--- config.mk ---
export PLATFORM = sky130hd
export DESIGN_NAME = conf_loader
export DESIGN_NICKNAME = d
export VERILOG_FILES = /design/src/acc_pkg.sv /design/src/conf_loader.sv
export SDC_FILE = /design/constraint.sdc
export NUM_CORES = 1
export LEC_CHECK = 0
export BUFFER_PORTS_ARGS = -buffer_cell sky130_fd_sc_hd__buf_2
export CORE_ASPECT_RATIO = 1.5
export CORE_MARGIN = 4
export CORE_UTILIZATION = 30
export DETAILED_ROUTE_END_ITERATION = 8
export GPL_TIMING_DRIVEN = 0
export PLACE_DENSITY = 0.6
export SYNTH_ARGS = -nofsm -noshare
export SYNTH_HDL_FRONTEND = slang
export SYNTH_SLANG_ARGS = --single-unit
--- constraint.sdc ---
create_clock -name clk -period 2.07 [get_ports clk]
set_input_delay 0.207 -clock clk [delete_from_list [all_inputs] [get_ports clk]]
set_output_delay 0.207 -clock clk [all_outputs]
set_load 0.01 [all_outputs]
--- src/acc_pkg.sv ---
`default_nettype none

package acc_pkg;

  // ==================================================
  // Sizes
  // ==================================================
  localparam int NUM_ENGINES = 4;
  localparam int ENGINE_ID_W = 2;
  localparam int ADDR_W      = 16;
  localparam int DATA_W      = 32;
  localparam int COUNT_W     = 8;   // Up to 255 words per run.
  localparam int SUM_W       = 40;
  localparam int MDATA_W     = 16;

  // Zero bits between the engine tag and the word index.
  localparam int TAG_PAD_W   = MDATA_W - ENGINE_ID_W - COUNT_W;

  // ==================================================
  // Shared records
  // ==================================================

  // One configuration word, 26 bits.
  typedef struct packed {
    logic [ENGINE_ID_W-1:0] engine_id;
    logic [ADDR_W-1:0]      base;
    logic [COUNT_W-1:0]     count;
  } conf_t;

  // mdata = {engine id, pad, word index}.
  typedef struct packed {
    logic [ADDR_W-1:0]  addr;
    logic [MDATA_W-1:0] mdata;
  } rd_req_t;

  typedef struct packed {
    logic [DATA_W-1:0]  data;
    logic [MDATA_W-1:0] mdata;   // Echo of the request tag.
  } rd_resp_t;

  typedef struct packed {
    logic             done;
    logic [SUM_W-1:0] sum;
  } engine_status_t;

endpackage

`default_nettype wire
--- src/conf_loader.sv ---
`timescale 1ns/10ps
`default_nettype none

module conf_loader (
  input  logic                                     clk,
  input  logic                                     rst_n,
  input  logic                                     conf_valid,
  input  acc_pkg::conf_t                           conf,
  input  logic [acc_pkg::NUM_ENGINES-1:0]          start_accs,
  output logic [acc_pkg::ADDR_W-1:0]               base  [acc_pkg::NUM_ENGINES],
  output logic [acc_pkg::COUNT_W-1:0]              count [acc_pkg::NUM_ENGINES],
  output logic [acc_pkg::NUM_ENGINES-1:0]          start
);

  // ==================================================
  // Per-engine range registers
  // ==================================================

  // Only the addressed engine is written.
  always_ff @(posedge clk) begin
    if (conf_valid) begin
      base[conf.engine_id]  <= conf.base;
      count[conf.engine_id] <= conf.count;
    end
  end

  // ==================================================
  // Start strobes
  // ==================================================

  always_ff @(posedge clk) begin
    if (!rst_n) begin
      start <= '0;
    end else begin
      start <= start_accs;   // One cycle behind the outside pulse.
    end
  end

  // A zero-length range would finish without reading anything.
  a_count_nonzero : assert property (
    @(posedge clk) disable iff (!rst_n)
    conf_valid |-> conf.count != '0
  ) else $error("conf_loader: zero count for engine %0d", conf.engine_id);

endmodule

`default_nettype wire

Word level (Yosys, flattened, before mapping):

Cells that the tools add are included.

* logic and storage cells: 19
* input port bits: 33
* memories kept: 0
* latch bits: 0
* ROM bits: 0
* output and inout port bits: 100
* RAM bits: 0
* bits in registers: 100

* magnitude comparators: 2
* multiply operators: 0
* shift operators: 0
* reduce and logical (&&, ||, !) cells: 1
* divide/modulo/power cells: 0
* eq/ne operators: 0
* mux-type cells: 6
* bitwise logic cells: 1
* $add $sub $neg: 0

Operator list (number)
* bitwise mux 64 bit: 1
* bitwise mux 32 bit: 1
* demux 16 bit (select 2 bit): 1
* demux 8 bit (select 2 bit): 1
* two-way mux 16 bit: 1
* two-way mux 8 bit: 1
* >= comparator 3 bit, second input constant: 1
* less-than comparator 3 x 1 -> 1 bit, second input constant: 1
* inverter 2 -> 3 bit: 1
* logical AND 1 bit: 1

Longest topological paths before layout:

* word-level depth: 6
* gate-level depth with buffers: 1

Worst setup path before layout:

OpenSTA, ideal clock, no wires.

* path kind: input to register
* from: input conf[24] in the netlist's numbering
* to: register base[48] in the netlist's numbering (enable)
* path slack: 447 ps
* arrival time: 1221 ps
* library setup time: 401 ps
* cell stages on the path: 1
* path through: nor3b_2

RTL lines
* start: declaration: line conf_loader.sv:8 `input acc_pkg::conf_t conf,`
* end signal: indexed assignment: line conf_loader.sv:22 `base[conf.engine_id] <= conf.base;`
* end: declaration: line conf_loader.sv:10 `output logic [acc_pkg::ADDR_W-1:0] base [acc_pkg::NUM_ENGINES],`

==> impl_metrics.py <==
metrics = {
    "grt": {
        "grt_start_max_net_pins": 25,
        "antenna_found_initial": 1,
        "overflow_after_grt": 0,
        "first_global_vias": 1655,
        "grt_pass1_wl_um": 9650,
        "tot_gr_track_use": 0.115,
    },
    "yosys": {
        "ys_ff_latch": 100,
        "synthCells": 108,
        "syn_area_per_cell_um2": 28.0,
        "synthesis.area_um2": 3030,
        "synth_fp_nets": 141,
        "synth_cell_type_count": 6,
        "yosysWarnings": 0,
        "ys_seq_area_frac": 0.979,
    },
    "critical_path": {
        "crit_path_start_kind": "primary input",
        "worst_ep_required_time_ns": 2.01,
        "critical_path.cell_chain": "buf_2 -> and3b_1",
        "timing.critical_path.to_type": "flip-flop",
        "critical-path-slowest-cell": "sky130_fd_sc_hd__and3b_1",
        "critical_path_arrival_ns": 1.46,
        "criticalPathCategory": "primary input to flip-flop",
        "critical_path.n_buffers_inverters": 1,
        "worst-path-max-fanout": 24,
        "critPathTopFamily": "simple AND/OR/NAND/NOR gates",
        "slowest_delay_ns": 1.11,
    },
    "finish": {
        "final_area_um2": 4160,
        "drive_gt1_frac": 0.580,
        "antenna_cells_inserted": 0,
        "fillers": 872,
        "nets": 285,
        "leading_cell_types_in_the_layout_fill_and_taps_excluded": "sky130_fd_sc_hd__buf_2 (132), sky130_fd_sc_hd__edfxtp_1 (96), sky130_fd_sc_hd__clkbuf_16 (9), sky130_fd_sc_hd__and2_1 (4), sky130_fd_sc_hd__dfxtp_1 (4)",
        "mostFrequentLayoutCell": "sky130_fd_sc_hd__buf_2",
        "areaGrowthSynthToFinish_pct": 37.4,
    },
    "sta": {
        "timing.max_slew.rel_slack": 0.109,
        "tightest_slew_ns": 1.34,
        "timing.fmax_mhz": 658,
        "finalCriticalPeriod_ns": 1.52,
        "min_period_over_period": 0.734,
        "fin_tns_setup_ns": 0,
        "final_max_slew_viol_count": 0,
        "setup_repair_after_global_routing_missed_its_margin": "false",
        "worst_slack_ns": 0.551,
        "finalSetupViolCount": 0,
        "finalHoldWorstSlack_ns": 0.0707,
        "finalHoldViolations": 0,
    },
    "outcome": {
        "run_status": "complete, no violations",
    },
    "place": {
        "io_buffer_count": 132,
        "post_dp_cell_area_um2": 3860,
        "hpwl_um": 4600,
        "gp_congestion": 0.700,
        "detailedPlace.worstSlack_ns": 0.121,
    },
    "pwr": {
        "totalPowerFinal_w": 0.00418,
        "max-vdd-ir-drop_mv": 0.517,
        "p_per_area_nw_per_um2": 1010,
        "static-leakage-power_nw": 1.62,
    },
    "detailed_routing": {
        "vias": 1567,
        "met1_length_um": 2180,
        "dr_wl_met3_um": 441,
        "route.final.wire_length_um": 6670,
        "wl_met2_um": 3840,
        "drt_iter0_drc": 51,
        "remaining_drc_errors": 0,
        "top_layer_used": "met5",
        "drtAntennaViolNets": 0,
        "avgRoutedWirePerCell_um": 17.9,
        "viasPerCell": 4.21,
        "drtPass1Iterations": 4,
    },
    "clock_network": {
        "cts-resized-gates": 0,
        "tritoncts": "built",
        "htree_levels": 3,
        "numCtsBuffers": 9,
        "cts_setup_buffers": 0,
        "cts-root-to-sink-buffers": 2,
        "cts_hold_buf": 0,
        "clock-root-buffer": "sky130_fd_sc_hd__clkbuf_16",
        "clock-sinks": 100,
        "cts.clk_slew.worst_paths_ns": 0.06,
    },
    "min_path": {
        "timing.hold.worst.start": "start_accs[2]",
        "hold_path_cells": 2,
        "hold_path_end": "start[2]$_SDFF_PN0_",
        "hold_path.class": "primary input to flip-flop",
    },
    "floorplan": {
        "die-height_um": 131,
        "fp_rows": 44,
        "floorplan.initialDensity": 0.310,
        "die_w_um": 90.0,
        "core_area_um2": 9740,
        "die_area_um2": 11800,
        "io_pins": 133,
    },
    "flow_run": {
        "max_cap_viol_count": 0,
    },
}
==> cells in the mapped netlist <==
master,instances,area [um^2]
sky130_fd_sc_hd__dfxtp_1,4,80.1
sky130_fd_sc_hd__and3b_1,2,17.5
sky130_fd_sc_hd__nor3b_2,1,12.5
sky130_fd_sc_hd__edfxtp_1,96,2880
sky130_fd_sc_hd__and3_2,1,7.51
sky130_fd_sc_hd__and2_1,4,25.0
==> power by group <==
part	total (W)	switching [W]	internal, W
combinational	0.000237	0.000147	0.0000898
sequential	0.00234	0.0000209	0.00232
clock	0.00160	0.000668	0.000929
total	0.00418	0.000836	0.00334
==> flip-flops by register name, summed over array words and instances, names as in the netlist <==
signal,count
base,64
count,32
start,4
==> per-stage QoR <==
step            util  std cells
3_3_place_gp   0.393        355
4_1_cts        0.426        372
2_1_floorplan      -        108
6_report       0.427        372
3_5_place_dp   0.397        356
5_1_grt        0.427        372
==> layer usage <==
layer / vias to the layer above / global-route usage
li1: 728 / -
met1: 757 / 0.107
met2: 65 / 0.213
met3: 15 / 0.0515
met4: 2 / 0.0568
met5: - / 0
==> worst max path at each step <==
stage / end / cells past startpoint / startpoint / slack [ns]
2_1_floorplan: base[48]$_DFFE_PP_ / 1 / conf[24] / 0.45
3_3_place_gp: base[49]$_DFFE_PP_ / 2 / conf[24] / -0.50
3_5_place_dp: base[17]$_DFFE_PP_ / 2 / conf[24] / 0.12
4_1_cts: count[9]$_DFFE_PP_ / 2 / conf[24] / 0.47
5_1_grt: base[30]$_DFFE_PP_ / 2 / conf[24] / 0.46
6_report: count[9]$_DFFE_PP_ / 2 / conf[24] / 0.55
==> kinds of logic after synthesis <==
family,after synthesis,synth area share
flip-flops,100,0.979
AND/OR/NAND/NOR,8,0.0207
==> cell type report <==
type                       count  area [um^2]  area share
sequential                   100         2960       0.713
timing repair buffer         133          688       0.166
clock buffer                   9          225      0.0542
tap                          115          144      0.0346
multi-input combinational      8         70.1      0.0169
clock inverter                 7         66.3      0.0160
Power figures use the tool's default switching activity.
