### src/acc_pkg.sv
`default_nettype none

package acc_pkg;

  // ==================================================
  // Sizes
  // ==================================================
  localparam int NUM_ENGINES = 4;
  localparam int ENGINE_ID_W = 2;
  localparam int ADDR_W      = 16;
  localparam int DATA_W      = 32;
  localparam int COUNT_W     = 8;   // Up to 255 words per run.
  localparam int SUM_W       = 40;
  localparam int MDATA_W     = 16;

  // Zero bits between the engine tag and the word index.
  localparam int TAG_PAD_W   = MDATA_W - ENGINE_ID_W - COUNT_W;

  // ==================================================
  // Shared records
  // ==================================================

  // One configuration word, 26 bits.
  typedef struct packed {
    logic [ENGINE_ID_W-1:0] engine_id;
    logic [ADDR_W-1:0]      base;
    logic [COUNT_W-1:0]     count;
  } conf_t;

  // mdata = {engine id, pad, word index}.
  typedef struct packed {
    logic [ADDR_W-1:0]  addr;
    logic [MDATA_W-1:0] mdata;
  } rd_req_t;

  typedef struct packed {
    logic [DATA_W-1:0]  data;
    logic [MDATA_W-1:0] mdata;   // Echo of the request tag.
  } rd_resp_t;

  typedef struct packed {
    logic             done;
    logic [SUM_W-1:0] sum;
  } engine_status_t;

endpackage

`default_nettype wire
### src/read_engine.sv
`timescale 1ns/10ps
`default_nettype none

module read_engine (
  input  logic                               clk,
  input  logic                               rst_n,
  input  logic                               soft_rst,
  input  logic [acc_pkg::ENGINE_ID_W-1:0]    engine_id,
  input  logic                               start,
  input  logic [acc_pkg::ADDR_W-1:0]         base,
  input  logic [acc_pkg::COUNT_W-1:0]        count,
  input  logic                               grant,
  output logic                               req_pending,
  output acc_pkg::rd_req_t                   req,
  input  logic                               resp_valid,
  input  acc_pkg::rd_resp_t                  resp,
  output acc_pkg::engine_status_t            status
);

  logic                             eng_rst;
  logic                             active;
  logic                             done;
  logic [acc_pkg::COUNT_W-1:0]      issue_cnt;
  logic [acc_pkg::COUNT_W-1:0]      recv_cnt;
  logic [acc_pkg::SUM_W-1:0]        sum;
  logic [acc_pkg::ENGINE_ID_W-1:0]  resp_tag;
  logic                             accept;

  assign eng_rst = !rst_n || soft_rst;   // Global or per-engine reset.

  // ==================================================
  // Request side
  // ==================================================

  assign req_pending = active && (issue_cnt != count);

  assign req.addr  = base + {{(acc_pkg::ADDR_W - acc_pkg::COUNT_W){1'b0}}, issue_cnt};
  assign req.mdata = {engine_id, {acc_pkg::TAG_PAD_W{1'b0}}, issue_cnt};

  // ==================================================
  // Response side
  // ==================================================

  assign resp_tag = resp.mdata[acc_pkg::MDATA_W-1 -: acc_pkg::ENGINE_ID_W];
  assign accept   = resp_valid && active && (resp_tag == engine_id);

  always_ff @(posedge clk) begin
    if (eng_rst) begin
      active    <= 1'b0;
      done      <= 1'b0;
      issue_cnt <= '0;
      recv_cnt  <= '0;
      sum       <= '0;
    end else if (start) begin
      active    <= 1'b1;   // New run, old result dropped.
      done      <= 1'b0;
      issue_cnt <= '0;
      recv_cnt  <= '0;
      sum       <= '0;
    end else begin
      if (grant) begin
        issue_cnt <= issue_cnt + 1'b1;   // Next address.
      end
      if (accept) begin
        sum      <= sum + {{(acc_pkg::SUM_W - acc_pkg::DATA_W){1'b0}}, resp.data};
        recv_cnt <= recv_cnt + 1'b1;
      end
      // Last sum update seen one cycle earlier.
      if (active && (recv_cnt == count)) begin
        done   <= 1'b1;
        active <= 1'b0;
      end
    end
  end

  assign status.done = done;
  assign status.sum  = sum;

  // The memory returns only what this engine asked for.
  a_resp_outstanding : assert property (
    @(posedge clk) disable iff (eng_rst)
    accept |-> (recv_cnt < issue_cnt)
  ) else $error("read_engine %0d: response with nothing outstanding", engine_id);

  // Arbiter grants only pending engines.
  a_grant_pending : assert property (
    @(posedge clk) disable iff (eng_rst)
    grant |-> req_pending
  ) else $error("read_engine %0d: grant without a pending request", engine_id);

endmodule

`default_nettype wire

### config.mk
export PLATFORM = sky130hd
export DESIGN_NAME = read_engine
export DESIGN_NICKNAME = d
export VERILOG_FILES = /design/src/acc_pkg.sv /design/src/read_engine.sv
export SDC_FILE = /design/constraint.sdc
export NUM_CORES = 1
export LEC_CHECK = 0
export ABC_CLOCK_PERIOD_IN_PS = 2600
export BUFFER_PORTS_ARGS = -buffer_cell sky130_fd_sc_hd__buf_2
export CORE_UTILIZATION = 25
export DETAILED_ROUTE_END_ITERATION = 6
export PLACE_DENSITY_LB_ADDON = 0.25
export SETUP_SLACK_MARGIN = 0.4
export SLEW_MARGIN = 15
export SYNTH_ARGS = -nofsm -noshare
export SYNTH_HDL_FRONTEND = slang
export SYNTH_SLANG_ARGS = --single-unit
### constraint.sdc
create_clock -name clk -period 2.6 [get_ports clk]
set_input_delay 0.39 -clock clk [delete_from_list [all_inputs] [get_ports clk]]
set_output_delay 0.39 -clock clk [all_outputs]
set_load 0.03 [all_outputs]
# Word-level counts from Yosys, hierarchy flattened
# Index checks and enable logic that the tools add are counted.
[word_totals]
reg_bits = 58
word_cells = 22
[classes]
eq_ne = 3
n_addsub = 4
muxes = 2
reduce_logical = 8
[ops]
columns = ["operator", "n"]
rows = [
  ["$add A40 B32 Y40", 1],
  ["$add A16 B8 Y16", 1],
  ["$add A8 B1 Y8 const B", 2],
  ["$eq A8 B8 Y1", 1],
  ["$ne A8 B8 Y1", 1],
  ["$logic_and A1 B1 Y1", 4],
  ["$eq A2 B2 Y1", 1],
  ["$mux W1", 2],
  ["$reduce_bool A2 Y1", 1],
  ["$reduce_or A2 Y1", 1],
  ["$logic_not A1 Y1", 1],
  ["$logic_or A1 B1 Y1", 1],
]

# Logic depth before layout (Yosys ltp)
# Gate-level depths: netlist (run 1).
[depth]
word_depth = 4
depth_mapped = 11

# Worst setup path after synthesis (run 1)
# Ideal clock, no wire load.
[synth_path]
path_kind = "register to output"
from = "reg issue_cnt[0] (netlist bit)"
to = "out req[30] (netlist bit)"
arrival_time_ps = 2831
t_required_ps = 2210
path_slack_ps = -621
path_buffers = 0
path_stages_with_launch = 12
cell_sequence = "dfxtp_1 -> ha_1 -> inv_1 -> fa_1 -> inv_1 -> a21oi_1 -> o21bai_1 -> a21o_1 -> a21o_1 -> a311oi_1 -> nor4bb_1 -> xor2_1"
[synth_lines]
columns = ["item", "line", "rtl"]
rows = [
  ["from (decl)", "read_engine.sv:23", "logic [acc_pkg::COUNT_W-1:0] issue_cnt;"],
  ["from (signal assigned)", "read_engine.sv:62", "issue_cnt <= issue_cnt + 1'b1;"],
  ["to (decl)", "read_engine.sv:14", "output acc_pkg::rd_req_t req,"],
]

==> results of run 1 <==
==> area by class of cell <==
class | instances | area (um2)
clock buffers | 12 | 277.8
repair buffers | 209 | 1371
well taps | 229 | 286.5
clock inverters | 4 | 21.27
inverters | 18 | 67.56
flip-flops and latches | 58 | 1219
multi-input cells | 504 | 4183
fillers | 1840 | 10780
==> flip-flops by register name, summed over array words and instances, names as in the netlist <==
register	cells
recv_cnt	8
sum	40
done	1
active	1
issue_cnt	8
==> placed cells by master, fill, tap and decap left out, types with 7 or more instances in the layout <==
cell and n:
a21oi_2 19, nand4_1 14, inv_1 16, dfxtp_4 11, dfxtp_1 34, nand3_1 22, a21oi_1 50, buf_4 64
clkbuf_16 10, xor2_1 36, xnor2_1 20, nand2_1 74, buf_2 120, and3_1 7, buf_6 24, ha_1 20
o21ai_0 17, a21o_1 17, dfxtp_2 13, ha_4 21, nor2_1 43
==> cell families after synthesis <==
logic type	share of synthesized area
other	0.0007965
buffers and inverters	0.05820
adder cells (fa/ha/maj)	0.1201
flip-flops	0.2466
AND/OR/NAND/NOR	0.1988
XOR/XNOR	0.1246
AO/OA/AOI/OAI	0.2487
multiplexers	0.002126
==> worst register-to-register path, delay by kind of cell, from the launching register on <==
| family | cells | cell delay, ns |
|---|---|---|
| fa+ha+maj | 1 | 0.26 |
| simple gates | 1 | 0.33 |
| buf+inv | 1 | 0.14 |
| flops | 1 | 0.35 |
| compound gates | 7 | 1.24 |
==> how the worst max path moves through the flow <==
stage	slack, ns	depth (start not counted)	to
finish	-0.40	12	req[30]
global route	-0.54	12	req[30]
CTS	-0.42	12	req[30]
detailed placement	-0.25	13	req[30]
global placement	-0.25	13	req[30]
floorplan	-0.27	11	req[30]
==> metal layers <==
layer / up-vias / track usage / share of wire
li1: 2541 / - / -
met1: 2335 / 0.2071 / 0.47
met5: - / 0 / 0
met3: 16 / 0.02409 / 0.044
met2: 129 / 0.2610 / 0.47
met4: 0 / 0.06082 / 0.016
==> power by group <==
part / internal (mW) / total [mW] / switching (mW)
Sequential: 0.880 / 0.883 / 0.00282
Combinational: 0.183 / 0.425 / 0.243
Clock: 0.751 / 1.21 / 0.462
==> through the flow <==
step	power, mW	cells	instance area (um2)
3_5_place_dp	1.287	999	6392
3_3_place_gp	1.288	999	6392
2_1_floorplan	1.148	615	5215
6_report	2.521	1034	7426
4_1_cts	2.542	1026	7043
5_1_grt	2.645	1034	7426
==> timing repair <==
item | in CTS | in global routing
buffers inserted | 11 | 8
endpoints found under the setup margin | 37 | 41
gates cloned | 0 | 0
pin swaps | 57 | 42
resized for setup | 62 | 68
==> results.sh, run 1 <==
export IMPL_whs_ns=0.2890
export IMPL_cts_buffers=9
export IMPL_syn_area_per_cell_um2=7.718
export IMPL_clk_latency_ns=0.34
export IMPL_ctsHoldBuffers=0
export IMPL_row_count=49
export IMPL_max_slew_margin_rel=0.5710
export IMPL_start_kind="register"
export IMPL_violations="DRC, setup timing"
export IMPL_hold_end="active$_SDFFE_PP0P_"
export IMPL_drv_cap=0
export IMPL_slew_viol_final=0
export IMPL_ys_ff_latch=58
export IMPL_yosys_area_top_type="dfxtp_1"
export IMPL_crit_family="compound AO/OA/AOI/OAI gates"
export IMPL_die_w_um=139.2
export IMPL_path_clk_slew_ns=0.05
export IMPL_synthCells=610
export IMPL_die_height_um=139.2
export IMPL_powerDensity_mw_per_mm2=339.5
export IMPL_htree_num_levels=3
export IMPL_crit_fanout=4
export IMPL_worstSetupStartpoint="issue_cnt[0]$_SDFFE_PP0P_"
export IMPL_gp_congestion=0.8223
export IMPL_synth_area_leaders="dfxtp_1, ha_1, xor2_1, a21oi_1, nand2_1"
export IMPL_power_leakage_nw=3.261
export IMPL_tns_ns=-2.230
export IMPL_clock_skew_ns=0.007041
export IMPL_finalHoldViolations=0
export IMPL_status="finished with violations"
export IMPL_cts_tree="done"
export IMPL_drt_iter0_markers=220
export IMPL_drive_gt1_frac=0.4621
export IMPL_worst_slack_ns=-0.3994
export IMPL_r2r_start="sum[1]$_SDFFE_PP0P_"
export IMPL_worstPathArrival_ns=2.61
export IMPL_initial_utilization=0.2586
export IMPL_vias=5021
export IMPL_antenna_found_initial=0
export IMPL_r2r_cells=10
export IMPL_area_growth_synth_to_final_pct=57.72
export IMPL_r2r_slack_ns=0.20
export IMPL_antenna_diode_count=0
export IMPL_fmax_mhz=333.4
export IMPL_crit_chain="ha_4 -> inv_2 -> fa_2 -> inv_2 -> a21oi_2 -> o21bai_1 -> a21o_1 -> a21o_1 -> a311oi_4 -> nor4bb_2 -> xor2_1 -> buf_4"
export IMPL_fin_crit_sh=1.154
export IMPL_grt_overflow_total=0
export IMPL_cts_sinks=58
export IMPL_seq_area_frac_synth=0.2466
export IMPL_dp_hpwl_um=11240
export IMPL_routed_via_density=4.856
export IMPL_synth_flop_cell="dfxtp_1"
export IMPL_peakVddDrop_v=0.0002816
export IMPL_core_area_mm2=0.01821
export IMPL_postRouteAntennaNets=0
export IMPL_rsz0062_at_grt="yes"
export IMPL_cts_buffer_depth=2
export IMPL_nets=924
export IMPL_synth_edf_count=0
export IMPL_ys_warn_count=0
export IMPL_finalSetupViolCount=9
export IMPL_routed_wl_um=15390
export IMPL_worst_ep_required_time_ns=2.21
export IMPL_holdPathStages=3
export IMPL_reg2reg_to="sum[37]$_SDFFE_PP0P_"
export IMPL_critical_path_class="register to output pin"
export IMPL_ys_types=60
export IMPL_worst_hold_path_type="input port to register"
export IMPL_place_ws_ns=-0.2513
export IMPL_worstHoldStart="start"
export IMPL_synth_most_common_cell="nand2_1"
export IMPL_synth_top_area_share=0.2466
export IMPL_syn_cell_area_mm2=0.004708
export IMPL_endpoint_kind="output pin"
export IMPL_tightestPinTransition_ns=0.6434
export IMPL_path_buf_inv=3
export IMPL_ios=154
export IMPL_die_area_mm2=0.01939
export IMPL_period_minus_slack_ns=2.999
export IMPL_drt_first_pass_iters=7
export IMPL_synth_common_cells="nand2_1, a21oi_1, dfxtp_1"
export IMPL_wl_per_cell_um=14.89
export IMPL_cp_slowest_stage_delay_ns=0.35
export IMPL_crit_slowest_cell="dfxtp_4"
export IMPL_io_buffers=133
export IMPL_grtUsageTotal=0.1583
export IMPL_grt_pass1_wl_um=24750
export IMPL_drc=15
export IMPL_utilization=0.4078
export IMPL_first_global_vias=4978
export IMPL_grt_max_degree=45
export IMPL_synthArstFlopShare=0
export IMPL_ctsRootBufferMaster="clkbuf_16"
(Power assumes the default switching activity.)
==> run 2: changes to the inputs <==
ABC_CLOCK_PERIOD_IN_PS = 3100   (was 2600)
SKIP_LAST_GASP = 1   (was not set)
clock period = 3.1 ns   (was 2.6 ns; I/O delays follow)
==> run 2 against run 1 <==
Compared with the run above:
- the flow finishes with violations (DRC)
- critical path depth is the same
- cell count shrank 3.8%
- core utilization shrank 6.0 points
- clock power shrank 14%
- via count shrank 4.3%
- cell area shrank 15%
- clock-buffer cell count shrank 2
- register-to-register slack gained 0.33 ns
- largest cell class unchanged
- critical endpoint is now req[28]
==> results.sh, run 2 (synthesis results as in run 1) <==
export IMPL_fmax_mhz=323.5
export IMPL_cts_sinks=58
export IMPL_drc=14
export IMPL_layout_common_cells="buf_2, nand2_1, a21oi_1, dfxtp_1, nor2_1"
export IMPL_violations="DRC"
export IMPL_cts_tree="done"
export IMPL_power_total_mw=2.084
export IMPL_worst_hold_path_type="input port to register"
export IMPL_rsz0062_at_grt="yes"
export IMPL_fin_crit_sh=0.9971
export IMPL_drive_gt1_frac=0.3172
export IMPL_initial_utilization=0.2586
export IMPL_reg2reg_to="sum[39]$_SDFFE_PP0P_"
export IMPL_crit_fanout=4
export IMPL_largestRegisters="sum: 40 flops, issue_cnt: 8 flops, recv_cnt: 8 flops"
export IMPL_holdPathStages=3
export IMPL_first_global_vias=4562
export IMPL_nets=885
export IMPL_die_area_mm2=0.01939
export IMPL_cts_buffer_depth=2
export IMPL_clk_latency_ns=0.34
export IMPL_multi_input_area_mm2=0.003516
export IMPL_area_growth_synth_to_final_pct=34.55
export IMPL_row_count=49
export IMPL_crit_end="req[28]"
export IMPL_routed_via_density=4.829
export IMPL_ctsRootBufferMaster="clkbuf_16"
export IMPL_grt_max_degree=51
export IMPL_drt_iter0_markers=255
export IMPL_start_kind="register"
export IMPL_ios=154
export IMPL_whs_ns=0.3774
export IMPL_dp_hpwl_um=10770
export IMPL_drt_first_pass_iters=6
export IMPL_mostFrequentLayoutCell="buf_2"
export IMPL_utilization=0.3479
export IMPL_largest_register_ffs=40
export IMPL_core_area_mm2=0.01821
export IMPL_fillers=1920
export IMPL_wl_per_cell_um=14.35
export IMPL_grt_overflow_total=0
export IMPL_die_height_um=139.2
export IMPL_path_clk_slew_ns=0.05
export IMPL_tightestPinTransition_ns=1.075
export IMPL_critical_path_class="register to output pin"
export IMPL_cts_buffers=9
export IMPL_r2r_slack_ns=0.53
export IMPL_postRouteAntennaNets=0
export IMPL_gp_congestion=0.8484
export IMPL_powerDensity_mw_per_mm2=328.9
export IMPL_finalSetupViolCount=0
export IMPL_worstPathArrival_ns=2.63
export IMPL_antenna_found_initial=0
export IMPL_worst_ep_required_time_ns=2.63
export IMPL_drv_cap=0
export IMPL_routed_wl_um=14280
export IMPL_grtUsageTotal=0.1473
export IMPL_period_minus_slack_ns=3.091
export IMPL_htree_num_levels=3
export IMPL_finalHoldViolations=0
export IMPL_antenna_diode_count=0
export IMPL_die_w_um=139.2
export IMPL_status="finished with violations"
export IMPL_endpoint_kind="output pin"
export IMPL_peakVddDrop_v=0.0002342
export IMPL_r2r_cells=10
export IMPL_regArea_mm2=0.001171
export IMPL_slew_viol_final=0
export IMPL_ctsHoldBuffers=0
export IMPL_regMostFlops="sum"
export IMPL_clock_skew_ns=0.005754
export IMPL_power_leakage_nw=2.882
export IMPL_vias=4805
export IMPL_grt_pass1_wl_um=22720
export IMPL_r2r_start="sum[1]$_SDFFE_PP0P_"
export IMPL_worstSetupStartpoint="issue_cnt[0]$_SDFFE_PP0P_"
export IMPL_max_slew_margin_rel=0.2835
export IMPL_io_buffers=133
run 2: changes by cell type in the layout (fill, tap and decap cells not counted), sizes merged:
cell | previous run | this run
inv | 19 | 18
clkbuf | 12 | 10
clkinvlp | 0 | 3
clkinv | 3 | 2
bufinv | 0 | 1
buf | 209 | 170
run 2: power breakdown:
group / switching, mW / internal, mW / total [mW]
combinational: 0.179 / 0.120 / 0.299
clock: 0.393 / 0.643 / 1.04
sequential: 0.00223 / 0.746 / 0.748
run 2: stage by stage:
stage / setup WS, ns / std cells / TNS [ns] / instance area [um2]
after CTS: 0.02761 / 990 / 0 / 6190
final: 0.009089 / 995 / 0 / 6335
after detailed placement: 0.02308 / 969 / 0 / 5741
after global placement: 0.01084 / 969 / 0 / 5741
after floorplan: 0.1238 / 615 / 0 / 4792
after global routing: -0.1494 / 995 / -0.2543 / 6335
run 2: layout make-up:
class | count | area share
flip-flops and latches | 58 | 0.1849
repair buffers | 170 | 0.1560
well taps | 229 | 0.04523
multi-input cells | 504 | 0.5550
inverters | 18 | 0.01067
clock buffers | 10 | 0.03772
clock inverters | 6 | 0.01047
run 2: worst min path at each step:
| stage | startpoint | endpoint | slack, ns |
|---|---|---|---|
| 5_1_grt | start | active$_SDFFE_PP0P_ | 0.38 |
| 2_1_floorplan | done$_SDFFE_PP0P_ | done$_SDFFE_PP0P_ | 0.44 |
| 4_1_cts | start | active$_SDFFE_PP0P_ | 0.37 |
| 3_3_place_gp | sum[4]$_SDFFE_PP0P_ | sum[4]$_SDFFE_PP0P_ | 0.46 |
| 6_report | start | active$_SDFFE_PP0P_ | 0.38 |
| 3_5_place_dp | sum[12]$_SDFFE_PP0P_ | sum[12]$_SDFFE_PP0P_ | 0.47 |
run 2: worst max-delay path, stage by stage (launching register included):
cell and delay [ns]:
dfxtp_4 0.36, ha_4 0.14, inv_2 0.04, fa_2 0.36, inv_2 0.06, a21oi_2 0.04, o21bai_1 0.19, a21o_1 0.14
a21o_1 0.16, a311oi_4 0.13, nor3_1 0.33, xor2_2 0.14, buf_2 0.20
run 2: repair_timing:
item | in CTS | in global routing
pin swaps | 15 | 22
endpoints found under the setup margin | 17 | 25
buffers inserted | 5 | 5
gates cloned | 0 | 0
resized for setup | 22 | 29
run 2: metal layers:
layer / GRT usage / share of wire / wire length, um
met5: 0 / 0 / 0
met4: 0.04795 / 0.012 / 167
met3: 0.03304 / 0.046 / 656
met2: 0.2412 / 0.46 / 6634
met1: 0.1907 / 0.48 / 6819
==> run 3: changes to the inputs <==
BUFFER_PORTS_ARGS = -buffer_cell sky130_fd_sc_hd__buf_4   (was -buffer_cell sky130_fd_sc_hd__buf_2)
==> run 3 against run 2 <==
Compared with the run above:
- the run still ends with DRC left
- combinational power increased by 8.7%
- sequential power about the same
- sequential share of layout area decreased by 0.78 points
- wire length increased by 1.7%
- cell area increased by 4.3%
- hold slack got worse by 0.022 ns
- critical path type unchanged
- critical endpoint is now req[30]
==> results.sh, run 3 (synthesis results as in run 1) <==
export IMPL_status="finished with violations"
export IMPL_violations="DRC"
export IMPL_path_buf_inv=3
export IMPL_nets=881
export IMPL_antenna_found_initial=0
export IMPL_cts_buffer_depth=2
export IMPL_crit_fanout=4
export IMPL_grt_max_degree=51
export IMPL_cp_slowest_stage_delay_ns=0.36
export IMPL_ios=154
export IMPL_rsz0062_at_grt="yes"
export IMPL_row_count=49
export IMPL_fin_crit_sh=0.9890
export IMPL_finalHoldViolations=0
export IMPL_first_global_vias=4652
export IMPL_routed_wl_um=14520
export IMPL_die_height_um=139.2
export IMPL_worst_ep_required_time_ns=2.63
export IMPL_die_w_um=139.2
export IMPL_worst_hold_path_type="input port to register"
export IMPL_die_area_mm2=0.01939
export IMPL_period_minus_slack_ns=3.066
export IMPL_cts_buffers=9
export IMPL_drv_cap=0
export IMPL_powerDensity_mw_per_mm2=328.6
export IMPL_fillers=1894
export IMPL_path_clk_slew_ns=0.06
export IMPL_crit_chain="ha_4 -> inv_2 -> fa_2 -> inv_2 -> a21oi_2 -> o21bai_1 -> a21o_1 -> a21o_1 -> a311oi_4 -> nor4bb_2 -> xor2_1 -> buf_4"
export IMPL_drc=14
export IMPL_largestRegisters="sum: 40 flops, issue_cnt: 8 flops, recv_cnt: 8 flops"
export IMPL_core_area_mm2=0.01821
export IMPL_layout_common_cells="buf_4, nand2_1, a21oi_1, dfxtp_1, nor2_1"
export IMPL_cts_sinks=58
export IMPL_clock_skew_ns=0.01109
export IMPL_peakVddDrop_v=0.0002369
export IMPL_gp_congestion=0.8548
export IMPL_antenna_diode_count=0
export IMPL_drt_first_pass_iters=6
export IMPL_critical_path_class="register to output pin"
export IMPL_drt_iter0_markers=234
export IMPL_clk_latency_ns=0.35
export IMPL_io_buffers=133
export IMPL_regMostFlops="sum"
export IMPL_wl_per_cell_um=14.65
export IMPL_grtUsageTotal=0.1503
export IMPL_ctsRootBufferMaster="clkbuf_16"
export IMPL_grt_overflow_total=0
export IMPL_max_slew_margin_rel=0.2880
export IMPL_initial_utilization=0.2586
export IMPL_power_leakage_nw=2.925
export IMPL_vias=4854
export IMPL_tightestPinTransition_ns=1.068
export IMPL_drive_gt1_frac=0.3058
export IMPL_dp_hpwl_um=10910
export IMPL_crit_slowest_cell="dfxtp_4"
export IMPL_finalSetupViolCount=0
export IMPL_mostFrequentLayoutCell="buf_4"
export IMPL_worstPathArrival_ns=2.60
export IMPL_postRouteAntennaNets=0
export IMPL_htree_num_levels=3
export IMPL_cts_tree="done"
export IMPL_whs_ns=0.3559
export IMPL_crit_family="compound AO/OA/AOI/OAI gates"
export IMPL_endpoint_kind="output pin"
export IMPL_ctsHoldBuffers=0
export IMPL_fmax_mhz=326.2
export IMPL_grt_pass1_wl_um=23330
export IMPL_routed_via_density=4.898
export IMPL_tns_ns=0
export IMPL_area_growth_synth_to_final_pct=40.31
export IMPL_start_kind="register"
export IMPL_largest_register_ffs=40
export IMPL_slew_viol_final=0
## run 3: cell count changes in the layout (fill, tap and decap cells not counted), sizes merged
cell,delta
clkinv,+1
clkinvlp,-2
buf,-4
inv,+1
## run 3: final cells by class
type	instances	area, um2	share of cell area
inverters	18	67.56	0.01023
clock buffers	10	250.2	0.03788
repair buffers	166	1257	0.1903
clock inverters	6	72.57	0.01098
flip-flops and latches	58	1170	0.1771
multi-input cells	504	3502	0.5301
well taps	229	286.5	0.04337
## run 3: worst register-to-register path: stages, from the launching register on
cell and delay, ns:
dfxtp_1 0.33, ha_1 0.39, a21o_2 0.28, a31o_2 0.22, a31oi_2 0.19, o21ai_1 0.15
a311o_1 0.46, a31oi_2 0.20, xor2_1 0.17, a21oi_1 0.08
## run 3: metrics by stage
| stage | cell area [um2] | total power, mW | instances | utilization | setup slack, ns |
|---|---|---|---|---|---|
| floorplan | 4792 | 0.9520 | 615 | - | 0.1238 |
| global placement | 6051 | 1.079 | 966 | 0.3323 | 0.08197 |
| detailed placement | 6051 | 1.079 | 966 | 0.3323 | 0.05532 |
| CTS | 6496 | 2.200 | 988 | 0.3568 | -0.01638 |
| global route | 6606 | 2.274 | 991 | 0.3628 | -0.1010 |
| finish | 6606 | 2.171 | 991 | 0.3628 | 0.03425 |
## run 3: report_power, final
| part | internal [mW] | leakage, nW | switching, mW |
|---|---|---|---|
| combinational | 0.146 | 2.30 | 0.179 |
| clock | 0.678 | 0.154 | 0.420 |
| sequential | 0.746 | 0.469 | 0.00231 |
## run 3: what timing repair did
action	CTS	global route
resized for setup	16	17
buffers inserted	6	3
pin swaps	11	9
setup endpoints to repair	15	22
## run 3: worst paths after layout
path | startpoint | to | slack [ns] | cells after the start
worst min-delay path | start | active$_SDFFE_PP0P_ | 0.36 | 3
worst min register to register | sum[5]$_SDFFE_PP0P_ | sum[5]$_SDFFE_PP0P_ | 0.47 | 2
worst max-delay path | issue_cnt[0]$_SDFFE_PP0P_ | req[30] | 0.03 | 12
worst max register to register | sum[10]$_SDFFE_PP0P_ | sum[31]$_SDFFE_PP0P_ | 0.52 | 9
## run 3: metal layers
layer / GRT usage / routed length [um] / up-vias
li1: - / - / 2470
met1: 0.1917 / 6779 / 2255
met2: 0.2483 / 6826 / 117
met3: 0.03510 / 776 / 12
met4: 0.04971 / 140 / 0
met5: 0 / 0 / -
